`src/hdl/core_cfg_pkg.sv`:
```
package core_cfg_pkg;

  localparam int tag_width = 5;        // 32 physical tags
  typedef logic [tag_width-1:0] tag_t;

  localparam int num_fu = 4;           // one station entry per unit
  localparam int num_kinds = 3;
  localparam int op_width = 3;         // width of the opcode field in entries and records

  typedef enum logic [1:0] {
    fu_alu,
    fu_mem,
    fu_mult
  } fu_kind_t;

  // unit i is of kind fu_list[i]
  localparam fu_kind_t fu_list [num_fu] = '{fu_alu, fu_alu, fu_mem, fu_mult};

  // pipeline depth per kind, indexed by fu_kind_t
  localparam int fu_latency [num_kinds] = '{1, 2, 3};

  localparam int first_free_tag = 8;   // tags 0..7 start as the architectural mapping

  typedef struct packed {
    tag_t tag;
    logic ready;                       // value already broadcast
  } operand_t;

  typedef struct packed {
    logic                busy;         // entry holds a waiting op
    logic [op_width-1:0] op;
    tag_t                dest_tag;
    operand_t            src1;
    operand_t            src2;
  } rs_entry_t;

  typedef struct packed {
    logic                valid;        // single cycle issue pulse
    tag_t                dest_tag;
    tag_t                src1_tag;
    tag_t                src2_tag;
    logic [op_width-1:0] op;
  } issue_rec_t;

  localparam rs_entry_t rs_entry_reset = '{busy: 1'b0, op: '0, dest_tag: '0,
                                           src1: '0, src2: '0};
  localparam issue_rec_t issue_rec_idle = '0;

endpackage

```
`src/hdl/isa_pkg.sv`:
```
package isa_pkg;

  import core_cfg_pkg::*;

  localparam int num_arch_regs = 8;
  typedef logic [$clog2(num_arch_regs)-1:0] arch_reg_t;

  typedef enum logic [op_width-1:0] {
    op_add = 3'd0,
    op_sub = 3'd1,
    op_and = 3'd2,
    op_ld  = 3'd3,   // load goes to the memory unit
    op_mul = 3'd4
  } opcode_t;

  // opcode to unit kind, unused codes fall back to the alu
  localparam fu_kind_t op_unit [2**op_width] = '{
    fu_alu,   // op_add
    fu_alu,   // op_sub
    fu_alu,   // op_and
    fu_mem,   // op_ld
    fu_mult,  // op_mul
    fu_alu,
    fu_alu,
    fu_alu
  };

endpackage

```
`src/hdl/dispatch_if.sv`:
```
interface dispatch_if;

  import core_cfg_pkg::*;
  import isa_pkg::*;

  logic     valid;      // renamed instruction present
  fu_kind_t kind;       // unit kind the op needs
  opcode_t  op;
  tag_t     dest_tag;   // freshly allocated tag
  operand_t src1;
  operand_t src2;
  logic     hazard;     // no free entry of that kind

  // accepted when valid && !hazard
  modport rename (output valid, kind, op, dest_tag, src1, src2,
                  input  hazard);

  modport station (input  valid, kind, op, dest_tag, src1, src2,
                   output hazard);

endinterface

```
`src/hdl/issue_if.sv`:
```
interface issue_if;

  import core_cfg_pkg::*;

  issue_rec_t [num_fu-1:0] rec;    // one issue slot per unit
  logic       [num_fu-1:0] busy;   // unit cannot take an op this cycle

  // station side drives the records
  modport station (
    output rec,
    input  busy
  );

  // execution side must take every valid record
  modport exec (
    input  rec,
    output busy
  );

endinterface

```
`src/hdl/rename_table.sv`:
```
module rename_table (
  input  logic               clock,
  input  logic               reset,
  input  logic               in_valid,
  input  isa_pkg::opcode_t   in_op,
  input  isa_pkg::arch_reg_t dest_reg,
  input  isa_pkg::arch_reg_t src1_reg,
  input  isa_pkg::arch_reg_t src2_reg,
  input  logic               cdb_valid,
  input  core_cfg_pkg::tag_t cdb_tag,
  output core_cfg_pkg::tag_t alloc_tag,
  dispatch_if.rename         disp
);

  import core_cfg_pkg::*;
  import isa_pkg::*;

  tag_t                     map_tag [num_arch_regs];  // current producer tag per register
  logic [num_arch_regs-1:0] map_ready;                // producer already broadcast
  logic [num_arch_regs-1:0] cdb_hit;                  // mapping matches this cycle's broadcast
  logic [num_arch_regs-1:0] pending_hit;              // next tag still owned by a waiting reg
  tag_t                     next_tag;                 // round robin allocation pointer
  logic                     accept;

  always_comb begin
    for (int r = 0; r < num_arch_regs; r++) begin
      cdb_hit[r]     = cdb_valid && map_tag[r] == cdb_tag;
      pending_hit[r] = !(map_ready[r] || cdb_hit[r]) && map_tag[r] == next_tag;
    end
  end

  assign accept    = disp.valid && !disp.hazard;  // station took it
  assign alloc_tag = next_tag;

  // dispatch packet from the current mapping
  always_comb begin
    disp.valid      = in_valid;
    disp.op         = in_op;
    disp.kind       = op_unit[in_op];
    disp.dest_tag   = next_tag;
    disp.src1.tag   = map_tag[src1_reg];
    disp.src1.ready = map_ready[src1_reg] || cdb_hit[src1_reg];  // same cycle bypass
    disp.src2.tag   = map_tag[src2_reg];
    disp.src2.ready = map_ready[src2_reg] || cdb_hit[src2_reg];
  end

  always_ff @(posedge clock) begin
    if (reset) begin
      for (int r = 0; r < num_arch_regs; r++) begin
        map_tag[r]   <= tag_t'(r);   // identity mapping
        map_ready[r] <= 1'b1;
      end
      next_tag <= tag_t'(first_free_tag);
    end else begin
      for (int r = 0; r < num_arch_regs; r++) begin
        if (cdb_hit[r]) begin
          map_ready[r] <= 1'b1;      // every register waiting on this tag
        end
      end
      // destination remap wins over a wakeup of the old tag
      if (accept) begin
        map_tag[dest_reg]   <= next_tag;
        map_ready[dest_reg] <= 1'b0;
        next_tag            <= next_tag + 1'b1;  // wraps through all 32 tags
      end
    end
  end

  // a tag is only reused once its previous producer has broadcast
  a_fresh_tag: assert property (@(posedge clock) disable iff (reset)
    accept |-> pending_hit == '0);

endmodule

```
`src/hdl/reservation_station.sv`:
```
module reservation_station (
  input  logic               clock,
  input  logic               reset,
  dispatch_if.station        disp,
  input  logic               cdb_valid,
  input  core_cfg_pkg::tag_t cdb_tag,
  issue_if.station           iss
);

  import core_cfg_pkg::*;
  import isa_pkg::*;

  rs_entry_t [num_fu-1:0] rs;           // one entry per unit
  rs_entry_t [num_fu-1:0] next_rs;
  logic      [num_fu-1:0] t1_cdb;       // first operand matches the broadcast
  logic      [num_fu-1:0] t2_cdb;       // second operand, own match
  logic      [num_fu-1:0] t1_ready;
  logic      [num_fu-1:0] t2_ready;
  logic      [num_fu-1:0] issue_ok;     // entry leaves this cycle
  logic      [num_fu-1:0] entry_free;
  logic      [num_fu-1:0] entry_match;  // free and of the requested kind
  logic      [num_fu-1:0] written;      // entry chosen for the new op
  logic                   accept;

  always_comb begin
    for (int i = 0; i < num_fu; i++) begin
      t1_cdb[i]      = cdb_valid && rs[i].src1.tag == cdb_tag;
      t2_cdb[i]      = cdb_valid && rs[i].src2.tag == cdb_tag;
      t1_ready[i]    = rs[i].src1.ready || t1_cdb[i];   // ready or woken right now
      t2_ready[i]    = rs[i].src2.ready || t2_cdb[i];
      issue_ok[i]    = rs[i].busy && t1_ready[i] && t2_ready[i] && !iss.busy[i];
      entry_free[i]  = !rs[i].busy || issue_ok[i];      // an issuing entry can be refilled
      entry_match[i] = entry_free[i] && fu_list[i] == disp.kind;
    end
  end

  assign disp.hazard = disp.valid && entry_match == '0;
  assign accept      = disp.valid && !disp.hazard;

  always_comb begin
    next_rs = rs;
    written = '0;

    // wakeup and issue
    for (int i = 0; i < num_fu; i++) begin
      iss.rec[i] = issue_rec_idle;
      if (t1_cdb[i]) begin
        next_rs[i].src1.ready = 1'b1;
      end
      if (t2_cdb[i]) begin
        next_rs[i].src2.ready = 1'b1;
      end
      if (issue_ok[i]) begin
        iss.rec[i].valid    = 1'b1;
        iss.rec[i].dest_tag = rs[i].dest_tag;
        iss.rec[i].src1_tag = rs[i].src1.tag;
        iss.rec[i].src2_tag = rs[i].src2.tag;
        iss.rec[i].op       = rs[i].op;
        next_rs[i]          = rs_entry_reset;   // slot emptied by issue
      end
    end

    // dispatch into the lowest matching entry
    for (int i = 0; i < num_fu; i++) begin
      if (accept && entry_match[i] && written == '0) begin
        written[i]          = 1'b1;
        next_rs[i].busy     = 1'b1;
        next_rs[i].op       = disp.op;
        next_rs[i].dest_tag = disp.dest_tag;
        next_rs[i].src1     = disp.src1;       // readiness already bypassed in rename
        next_rs[i].src2     = disp.src2;
      end
    end
  end

  always_ff @(posedge clock) begin
    if (reset) begin
      rs <= '{default: rs_entry_reset};
    end else begin
      rs <= next_rs;
    end
  end

  // rename kind lookup and entry selection agree on the unit
  for (genvar i = 0; i < num_fu; i++) begin : g_chk
    a_entry_kind: assert property (@(posedge clock) disable iff (reset)
      rs[i].busy |-> op_unit[rs[i].op] == fu_list[i]);
  end

  // a stalled op stays on the input until the station takes it
  a_hold_on_hazard: assert property (@(posedge clock) disable iff (reset)
    disp.hazard |=> disp.valid && disp.op == $past(disp.op));

endmodule

```
`src/hdl/exec_complete.sv`:
```
module exec_complete (
  input  logic               clock,
  input  logic               reset,
  issue_if.exec              iss,
  output logic               cdb_valid,
  output core_cfg_pkg::tag_t cdb_tag
);

  import core_cfg_pkg::*;

  logic [num_fu-1:0] last_v;     // result at the pipeline end
  logic [num_fu-1:0] hold_v;     // result that lost arbitration
  logic [num_fu-1:0] out_v;      // unit requests the bus
  logic [num_fu-1:0] grant;
  logic [num_fu-1:0] stall_u;    // freeze unit pipeline
  tag_t [num_fu-1:0] last_tag;
  tag_t [num_fu-1:0] hold_tag;
  tag_t [num_fu-1:0] out_tag;

  for (genvar i = 0; i < num_fu; i++) begin : g_unit
    localparam int depth = fu_latency[fu_list[i]];

    logic [depth-1:0] pipe_v;
    tag_t [depth-1:0] pipe_tag;

    always_ff @(posedge clock) begin
      if (reset) begin
        pipe_v <= '0;
      end else if (!stall_u[i]) begin
        for (int s = depth - 1; s > 0; s--) begin
          pipe_v[s] <= pipe_v[s-1];
        end
        pipe_v[0] <= iss.rec[i].valid;   // new op enters stage 0
      end
    end

    always_ff @(posedge clock) begin
      if (!stall_u[i]) begin
        for (int s = depth - 1; s > 0; s--) begin
          pipe_tag[s] <= pipe_tag[s-1];
        end
        pipe_tag[0] <= iss.rec[i].dest_tag;
      end
    end

    assign last_v[i]   = pipe_v[depth-1];
    assign last_tag[i] = pipe_tag[depth-1];

    // station honours busy, so nothing is dropped on entry
    a_no_issue_busy: assert property (@(posedge clock) disable iff (reset)
      iss.rec[i].valid |-> !iss.busy[i]);
  end

  // fixed priority, lowest unit index wins
  always_comb begin
    grant     = '0;
    cdb_valid = 1'b0;
    cdb_tag   = '0;
    for (int i = 0; i < num_fu; i++) begin
      out_v[i]   = hold_v[i] || last_v[i];
      out_tag[i] = hold_v[i] ? hold_tag[i] : last_tag[i];  // older result goes first
      if (out_v[i] && !cdb_valid) begin
        grant[i]  = 1'b1;
        cdb_valid = 1'b1;
        cdb_tag   = out_tag[i];
      end
    end
  end

  // holding full, a result right behind it and no grant
  assign stall_u  = hold_v & last_v & ~grant;
  assign iss.busy = stall_u;

  always_ff @(posedge clock) begin
    if (reset) begin
      hold_v <= '0;
    end else begin
      for (int i = 0; i < num_fu; i++) begin
        if (hold_v[i]) begin
          if (grant[i]) begin
            hold_v[i] <= last_v[i];               // waiting result moves up
          end
        end else begin
          hold_v[i] <= last_v[i] && !grant[i];    // park the loser
        end
      end
    end
  end

  always_ff @(posedge clock) begin
    for (int i = 0; i < num_fu; i++) begin
      if (!hold_v[i] || grant[i]) begin
        hold_tag[i] <= last_tag[i];
      end
    end
  end

endmodule

```
`src/hdl/issue_core.sv`:
```
module issue_core (
  input  logic               clock,
  input  logic               reset,
  input  logic               dispatch_valid,
  input  isa_pkg::opcode_t   dispatch_op,
  input  isa_pkg::arch_reg_t dest_reg,
  input  isa_pkg::arch_reg_t src1_reg,
  input  isa_pkg::arch_reg_t src2_reg,
  output logic               stall,          // hold the instruction
  output core_cfg_pkg::tag_t dispatch_tag,   // tag given to dest_reg
  output logic               cdb_valid,
  output core_cfg_pkg::tag_t cdb_tag
);

  dispatch_if disp ();   // rename to station
  issue_if    iss ();    // station to units

  rename_table u_rename (
    .clock     (clock),
    .reset     (reset),
    .in_valid  (dispatch_valid),
    .in_op     (dispatch_op),
    .dest_reg  (dest_reg),
    .src1_reg  (src1_reg),
    .src2_reg  (src2_reg),
    .cdb_valid (cdb_valid),
    .cdb_tag   (cdb_tag),
    .alloc_tag (dispatch_tag),
    .disp      (disp.rename)
  );

  reservation_station u_station (
    .clock     (clock),
    .reset     (reset),
    .disp      (disp.station),
    .cdb_valid (cdb_valid),
    .cdb_tag   (cdb_tag),
    .iss       (iss.station)
  );

  // units and bus arbiter, broadcast feeds back to both blocks above
  exec_complete u_exec (
    .clock     (clock),
    .reset     (reset),
    .iss       (iss.exec),
    .cdb_valid (cdb_valid),
    .cdb_tag   (cdb_tag)
  );

  assign stall = disp.hazard;

endmodule

```
`config.mk`:
```
export PLATFORM = sky130hd
export DESIGN_NAME = issue_core
export DESIGN_NICKNAME = d
export VERILOG_FILES = /design/src/hdl/core_cfg_pkg.sv /design/src/hdl/isa_pkg.sv /design/src/hdl/dispatch_if.sv /design/src/hdl/issue_if.sv /design/src/hdl/rename_table.sv /design/src/hdl/reservation_station.sv /design/src/hdl/exec_complete.sv /design/src/hdl/issue_core.sv
export SDC_FILE = /design/constraint.sdc
export NUM_CORES = 1
export LEC_CHECK = 0
export BUFFER_PORTS_ARGS = -buffer_cell sky130_fd_sc_hd__buf_4
export CAP_MARGIN = 25
export CELL_PAD_IN_SITES_DETAIL_PLACEMENT = 1
export CELL_PAD_IN_SITES_GLOBAL_PLACEMENT = 2
export CORE_ASPECT_RATIO = 2
export CORE_UTILIZATION = 43
export CTS_CLUSTER_DIAMETER = 120
export DETAILED_ROUTE_END_ITERATION = 10
export GPL_ROUTABILITY_DRIVEN = 0
export HOLD_SLACK_MARGIN = 0.15
export PLACE_DENSITY_LB_ADDON = 0.12
export RECOVER_POWER = 100
export SYNTH_ARGS = -nofsm -noshare
export SYNTH_HDL_FRONTEND = slang
export SYNTH_SLANG_ARGS = --single-unit
```
`constraint.sdc`:
```
create_clock -name clock -period 4.8 [get_ports clock]
set_input_delay 0 -clock clock [delete_from_list [all_inputs] [get_ports clock]]
set_output_delay 0 -clock clock [all_outputs]
set_load 0.01 [all_outputs]
```
==> qor.tcl <==
set qor(outcome) {complete, but fails checks}
set qor(failed_checks) {capacitance limit, slew limit}
set qor(vias_per_cell) 5.92
set qor(detailroute.via_count) 7082
set qor(finalClockSkew_ns) 0.00750
set qor(rows) 77
set qor(setup_violations) 0
set qor(synthDistinctLibCells) 73
set qor(timing.critical_path.arrival_ns) 4.78
set qor(synthFlopType) {sky130_fd_sc_hd__dfxtp_1}
set qor(hold_path_class) {in2reg}
set qor(syn_avg_cell_area_um2) 11.0
set qor(worst_skew_pair.late_latency_ns) 0.46
set qor(final-max-slew-violation-count) 81
set qor(fmax_mhz) 219
set qor(first_global_vias) 7708
set qor(final-instance-count-excl-fill) 1197
set qor(cp.required_ns) 5.01
set qor(clk_pin_slew_worst_paths_ns) 0.07
set qor(core_area_um2) 22200
set qor(cts_root_buffer) {sky130_fd_sc_hd__clkbuf_16}
set qor(min_period_ns) 4.57
set qor(final_net_count) 924
set qor(critical-path-max-stage-delay_ns) 0.58
set qor(power_frac_clock) 0.382
set qor(power_frac_seq) 0.527
set qor(seq_area_frac_synth) 0.492
set qor(globalRoute.totalOverflow) 0
set qor(synth_enable_flop_cells) 95
set qor(first_iter_violations) 297
set qor(placed_cells) 1154
set qor(layout.cell_area.non_filler_um2) 10800
set qor(crit_path_cell_trace) {or2_0, a221oi_1, buf_4, o22ai_2, clkbuf_1, xnor2_1, a41oi_2, o31ai_2, a32oi_2, a21boi_4, buf_12, nand4b_1, dlygate4sd3_1}
set qor(placed_area_um2) 10200
set qor(grt_start_max_net_pins) 81
set qor(worstMarginPinSlew_ns) 1.80
set qor(p_int_w) 0.00254
set qor(worst_setup_path_start_kind) {flip-flop}
set qor(floorplan.die_area_um2) 23200
set qor(die_h_um) 214
set qor(wirelength_um) 29800
set qor(setup.worst_path.end_class) {flip-flop}
set qor(cpMaxStageDelayCell) {sky130_fd_sc_hd__dlygate4sd3_1}
set qor(whs_ns) 0.192
set qor(cp.buffers_inverters) 4
set qor(antenna_found_initial) 0
set qor(max_cap_viol_count) 1
set qor(totalNegativeSetupSlack_ns) 0
set qor(power.switching_fraction) 0.256
set qor(detailedRoute.firstPassIterationCount) 5
set qor(chipWidth_um) 108
set qor(final_common_cell) {sky130_fd_sc_hd__dfxtp_1}
set qor(area_growth_syn_to_layout_pct) 11.3
set qor(ir_drop_mv) 0.228
set qor(postCtsSetupRepairBufs) 0
set qor(total_clock_sinks) 191
set qor(drcViolationCount) 0
set qor(hold_violations) 0
set qor(htree_levels) 4
set qor(postSynth.asyncResetShare) 0
set qor(global_route_wire_length_before_repair_um) 45200
set qor(layout_common_cells) {96 x sky130_fd_sc_hd__dfxtp_1, 95 x sky130_fd_sc_hd__edfxtp_1, 79 x sky130_fd_sc_hd__nand2_1, 79 x sky130_fd_sc_hd__xnor2_1, 57 x sky130_fd_sc_hd__a21oi_1}
set qor(ios) 27
set qor(worst-setup-path-type) {reg2reg}
set qor(antenna_left) 0
set qor(antenna_cells) 0
set qor(route.detailed.wl_per_inst_um) 24.9
set qor(gr-usage-all-layers) 0.274
set qor(max-slew-margin-rel) -0.203
set qor(p_comb_frac) 0.091
set qor(floorplan.initialDensity) 0.438
set qor(grt_setup_unrepaired) {no}
set qor(crit_family) {compound AO/OA/AOI/OAI gates}
set qor(synthesis.yosys.warnings) 0
set qor(dp_hpwl_um) 22500
set qor(post_synthesis_instance_area_um2) 9700
set qor(worstPathMaxFanout) 58
set qor(p_leak_nw) 3.85
set qor(tritoncts) {built}
set qor(timing.final.crit_share) 0.953
set qor(clock_tree.buffer_depth) 2
set qor(buffer_ports.inserted) 26
set qor(syn_inst) 880
set qor(power_per_cell_area_nw_per_um2) 317
set qor(cts_buffers) 17
set qor(power.switching_w) 0.000876
set qor(post_route_cells_drive_above_1_share) 0.143
set qor(synth-seq-cells) 191
## registers in the layout, summed over array words and instances (netlist names)
name / count
u_exec.hold_v: 4
u_rename.alloc_tag: 5
u_rename.map_ready: 8
u_exec.g_unit.pipe_v: 7
u_station.rs: 72
u_rename.map_tag: 40
u_exec.hold_tag: 20
u_exec.g_unit.pipe_tag: 35
## path summary, 6_finish.rpt
| path | startpoint | endpoint | slack, ns | depth (start not counted) |
|---|---|---|---|---|
| worst max-delay path | u_exec.g_unit[0].pipe_v | u_rename.map_tag[3][0] | 0.23 | 13 |
| worst min-delay path | dispatch_op[2] | u_rename.alloc_tag[3] | 0.19 | 5 |
| worst max register to register | u_exec.g_unit[0].pipe_v | u_rename.map_tag[3][0] | 0.23 | 13 |
| worst min register to register | u_exec.g_unit[3].pipe_tag[1] | u_exec.g_unit[3].pipe_tag[6] | 0.43 | 0 |
## cell usage after synthesis, types with 3 or more instances
cell | instances | share of area
sky130_fd_sc_hd__o41ai_1 | 4 | 0.0036
sky130_fd_sc_hd__xor2_1 | 15 | 0.014
sky130_fd_sc_hd__mux2_2 | 10 | 0.012
sky130_fd_sc_hd__a21oi_1 | 57 | 0.029
sky130_fd_sc_hd__a31o_1 | 4 | 0.0036
sky130_fd_sc_hd__mux2i_1 | 9 | 0.0093
sky130_fd_sc_hd__a21o_1 | 4 | 0.0031
sky130_fd_sc_hd__a41oi_1 | 11 | 0.0099
sky130_fd_sc_hd__nand4b_1 | 8 | 0.0072
sky130_fd_sc_hd__and3_1 | 38 | 0.025
sky130_fd_sc_hd__a221oi_1 | 4 | 0.0036
sky130_fd_sc_hd__buf_1 | 6 | 0.0023
sky130_fd_sc_hd__a32oi_1 | 6 | 0.0054
sky130_fd_sc_hd__o21ai_0 | 8 | 0.0041
sky130_fd_sc_hd__nand2_1 | 79 | 0.031
sky130_fd_sc_hd__nand2b_1 | 4 | 0.0026
sky130_fd_sc_hd__buf_6 | 6 | 0.0070
sky130_fd_sc_hd__o21a_1 | 4 | 0.0031
sky130_fd_sc_hd__and2_1 | 6 | 0.0039
sky130_fd_sc_hd__buf_4 | 6 | 0.0046
sky130_fd_sc_hd__xnor2_1 | 79 | 0.071
sky130_fd_sc_hd__edfxtp_1 | 95 | 0.29
sky130_fd_sc_hd__o221ai_1 | 3 | 0.0027
sky130_fd_sc_hd__nor3_1 | 21 | 0.011
sky130_fd_sc_hd__a31oi_1 | 3 | 0.0019
sky130_fd_sc_hd__o31ai_1 | 5 | 0.0039
sky130_fd_sc_hd__nand3b_1 | 34 | 0.026
sky130_fd_sc_hd__o21ai_1 | 3 | 0.0015
sky130_fd_sc_hd__a22oi_2 | 4 | 0.0052
sky130_fd_sc_hd__clkbuf_1 | 36 | 0.014
sky130_fd_sc_hd__and4_1 | 12 | 0.011
sky130_fd_sc_hd__nor2b_1 | 18 | 0.012
sky130_fd_sc_hd__a22oi_1 | 17 | 0.013
sky130_fd_sc_hd__mux4_2 | 24 | 0.056
sky130_fd_sc_hd__inv_1 | 16 | 0.0062
sky130_fd_sc_hd__nor2_1 | 34 | 0.013
sky130_fd_sc_hd__o22ai_1 | 8 | 0.0052
sky130_fd_sc_hd__dfxtp_1 | 96 | 0.20
sky130_fd_sc_hd__nor3b_1 | 7 | 0.0054
sky130_fd_sc_hd__buf_2 | 16 | 0.0083
sky130_fd_sc_hd__nand3_1 | 16 | 0.0083
## final cells by class
cell class | count | area, µm²
clock buffers | 20 | 437
clock inverters | 12 | 87.6
fillers | 2430 | 11400
inverters | 17 | 63.8
multi-input cells | 611 | 4560
flip-flops and latches | 191 | 4770
well taps | 276 | 345
repair buffers | 70 | 523
## metal layers
metal,track usage,part of all wire,vias to the layer above
li1,-,-,3291
met1,0.242,0.32,3540
met2,0.536,0.59,161
met3,0.0340,0.022,90
met4,0.199,0.069,0
met5,0,0,-
## stage by stage
| step | total power, W | utilization | worst slack, ns |
|---|---|---|---|
| final | 0.00342 | 0.487 | 0.227 |
| after global routing | 0.00352 | 0.487 | 0.0642 |
| after CTS | 0.00345 | 0.490 | 0.0283 |
| after detailed placement | 0.00215 | 0.461 | 0.352 |
| after global placement | 0.00213 | 0.461 | 0.656 |
| after floorplan | 0.00203 | - | 1.33 |
## kinds of logic after synthesis
family,share of synthesized area
compound gates,0.130
xor+xnor,0.0849
fa+ha+maj,0.00129
buf+inv,0.0427
flops,0.492
mux,0.0805
other cells,0.000387
simple gates,0.167
## worst reg2reg max path, delay by kind of cell, from the launching register on
family,cells,cell delay [ns]
and+or+nand+nor,2,0.50
AOI/OAI and AO/OA,6,1.74
DFF,1,0.56
buffers and inverters,4,1.33
xor gates and xnor gates,1,0.19
## power by group through the flow
stage	logic, W	clock network [W]	registers [W]
after floorplan	0.000218	0	0.00181
after global placement	0.000300	0	0.00183
after detailed placement	0.000309	0	0.00184
after CTS	0.000316	0.00133	0.00180
after global routing	0.000333	0.00139	0.00180
final	0.000310	0.00131	0.00180
## repair_timing
action                                  4_1_cts  5_1_grt
gates resized for setup                       0        2
endpoints found under the setup margin        0        2
endpoints found under the hold margin        55        0
hold buffers                                 11        0
Power figures use the tool's default switching activity.
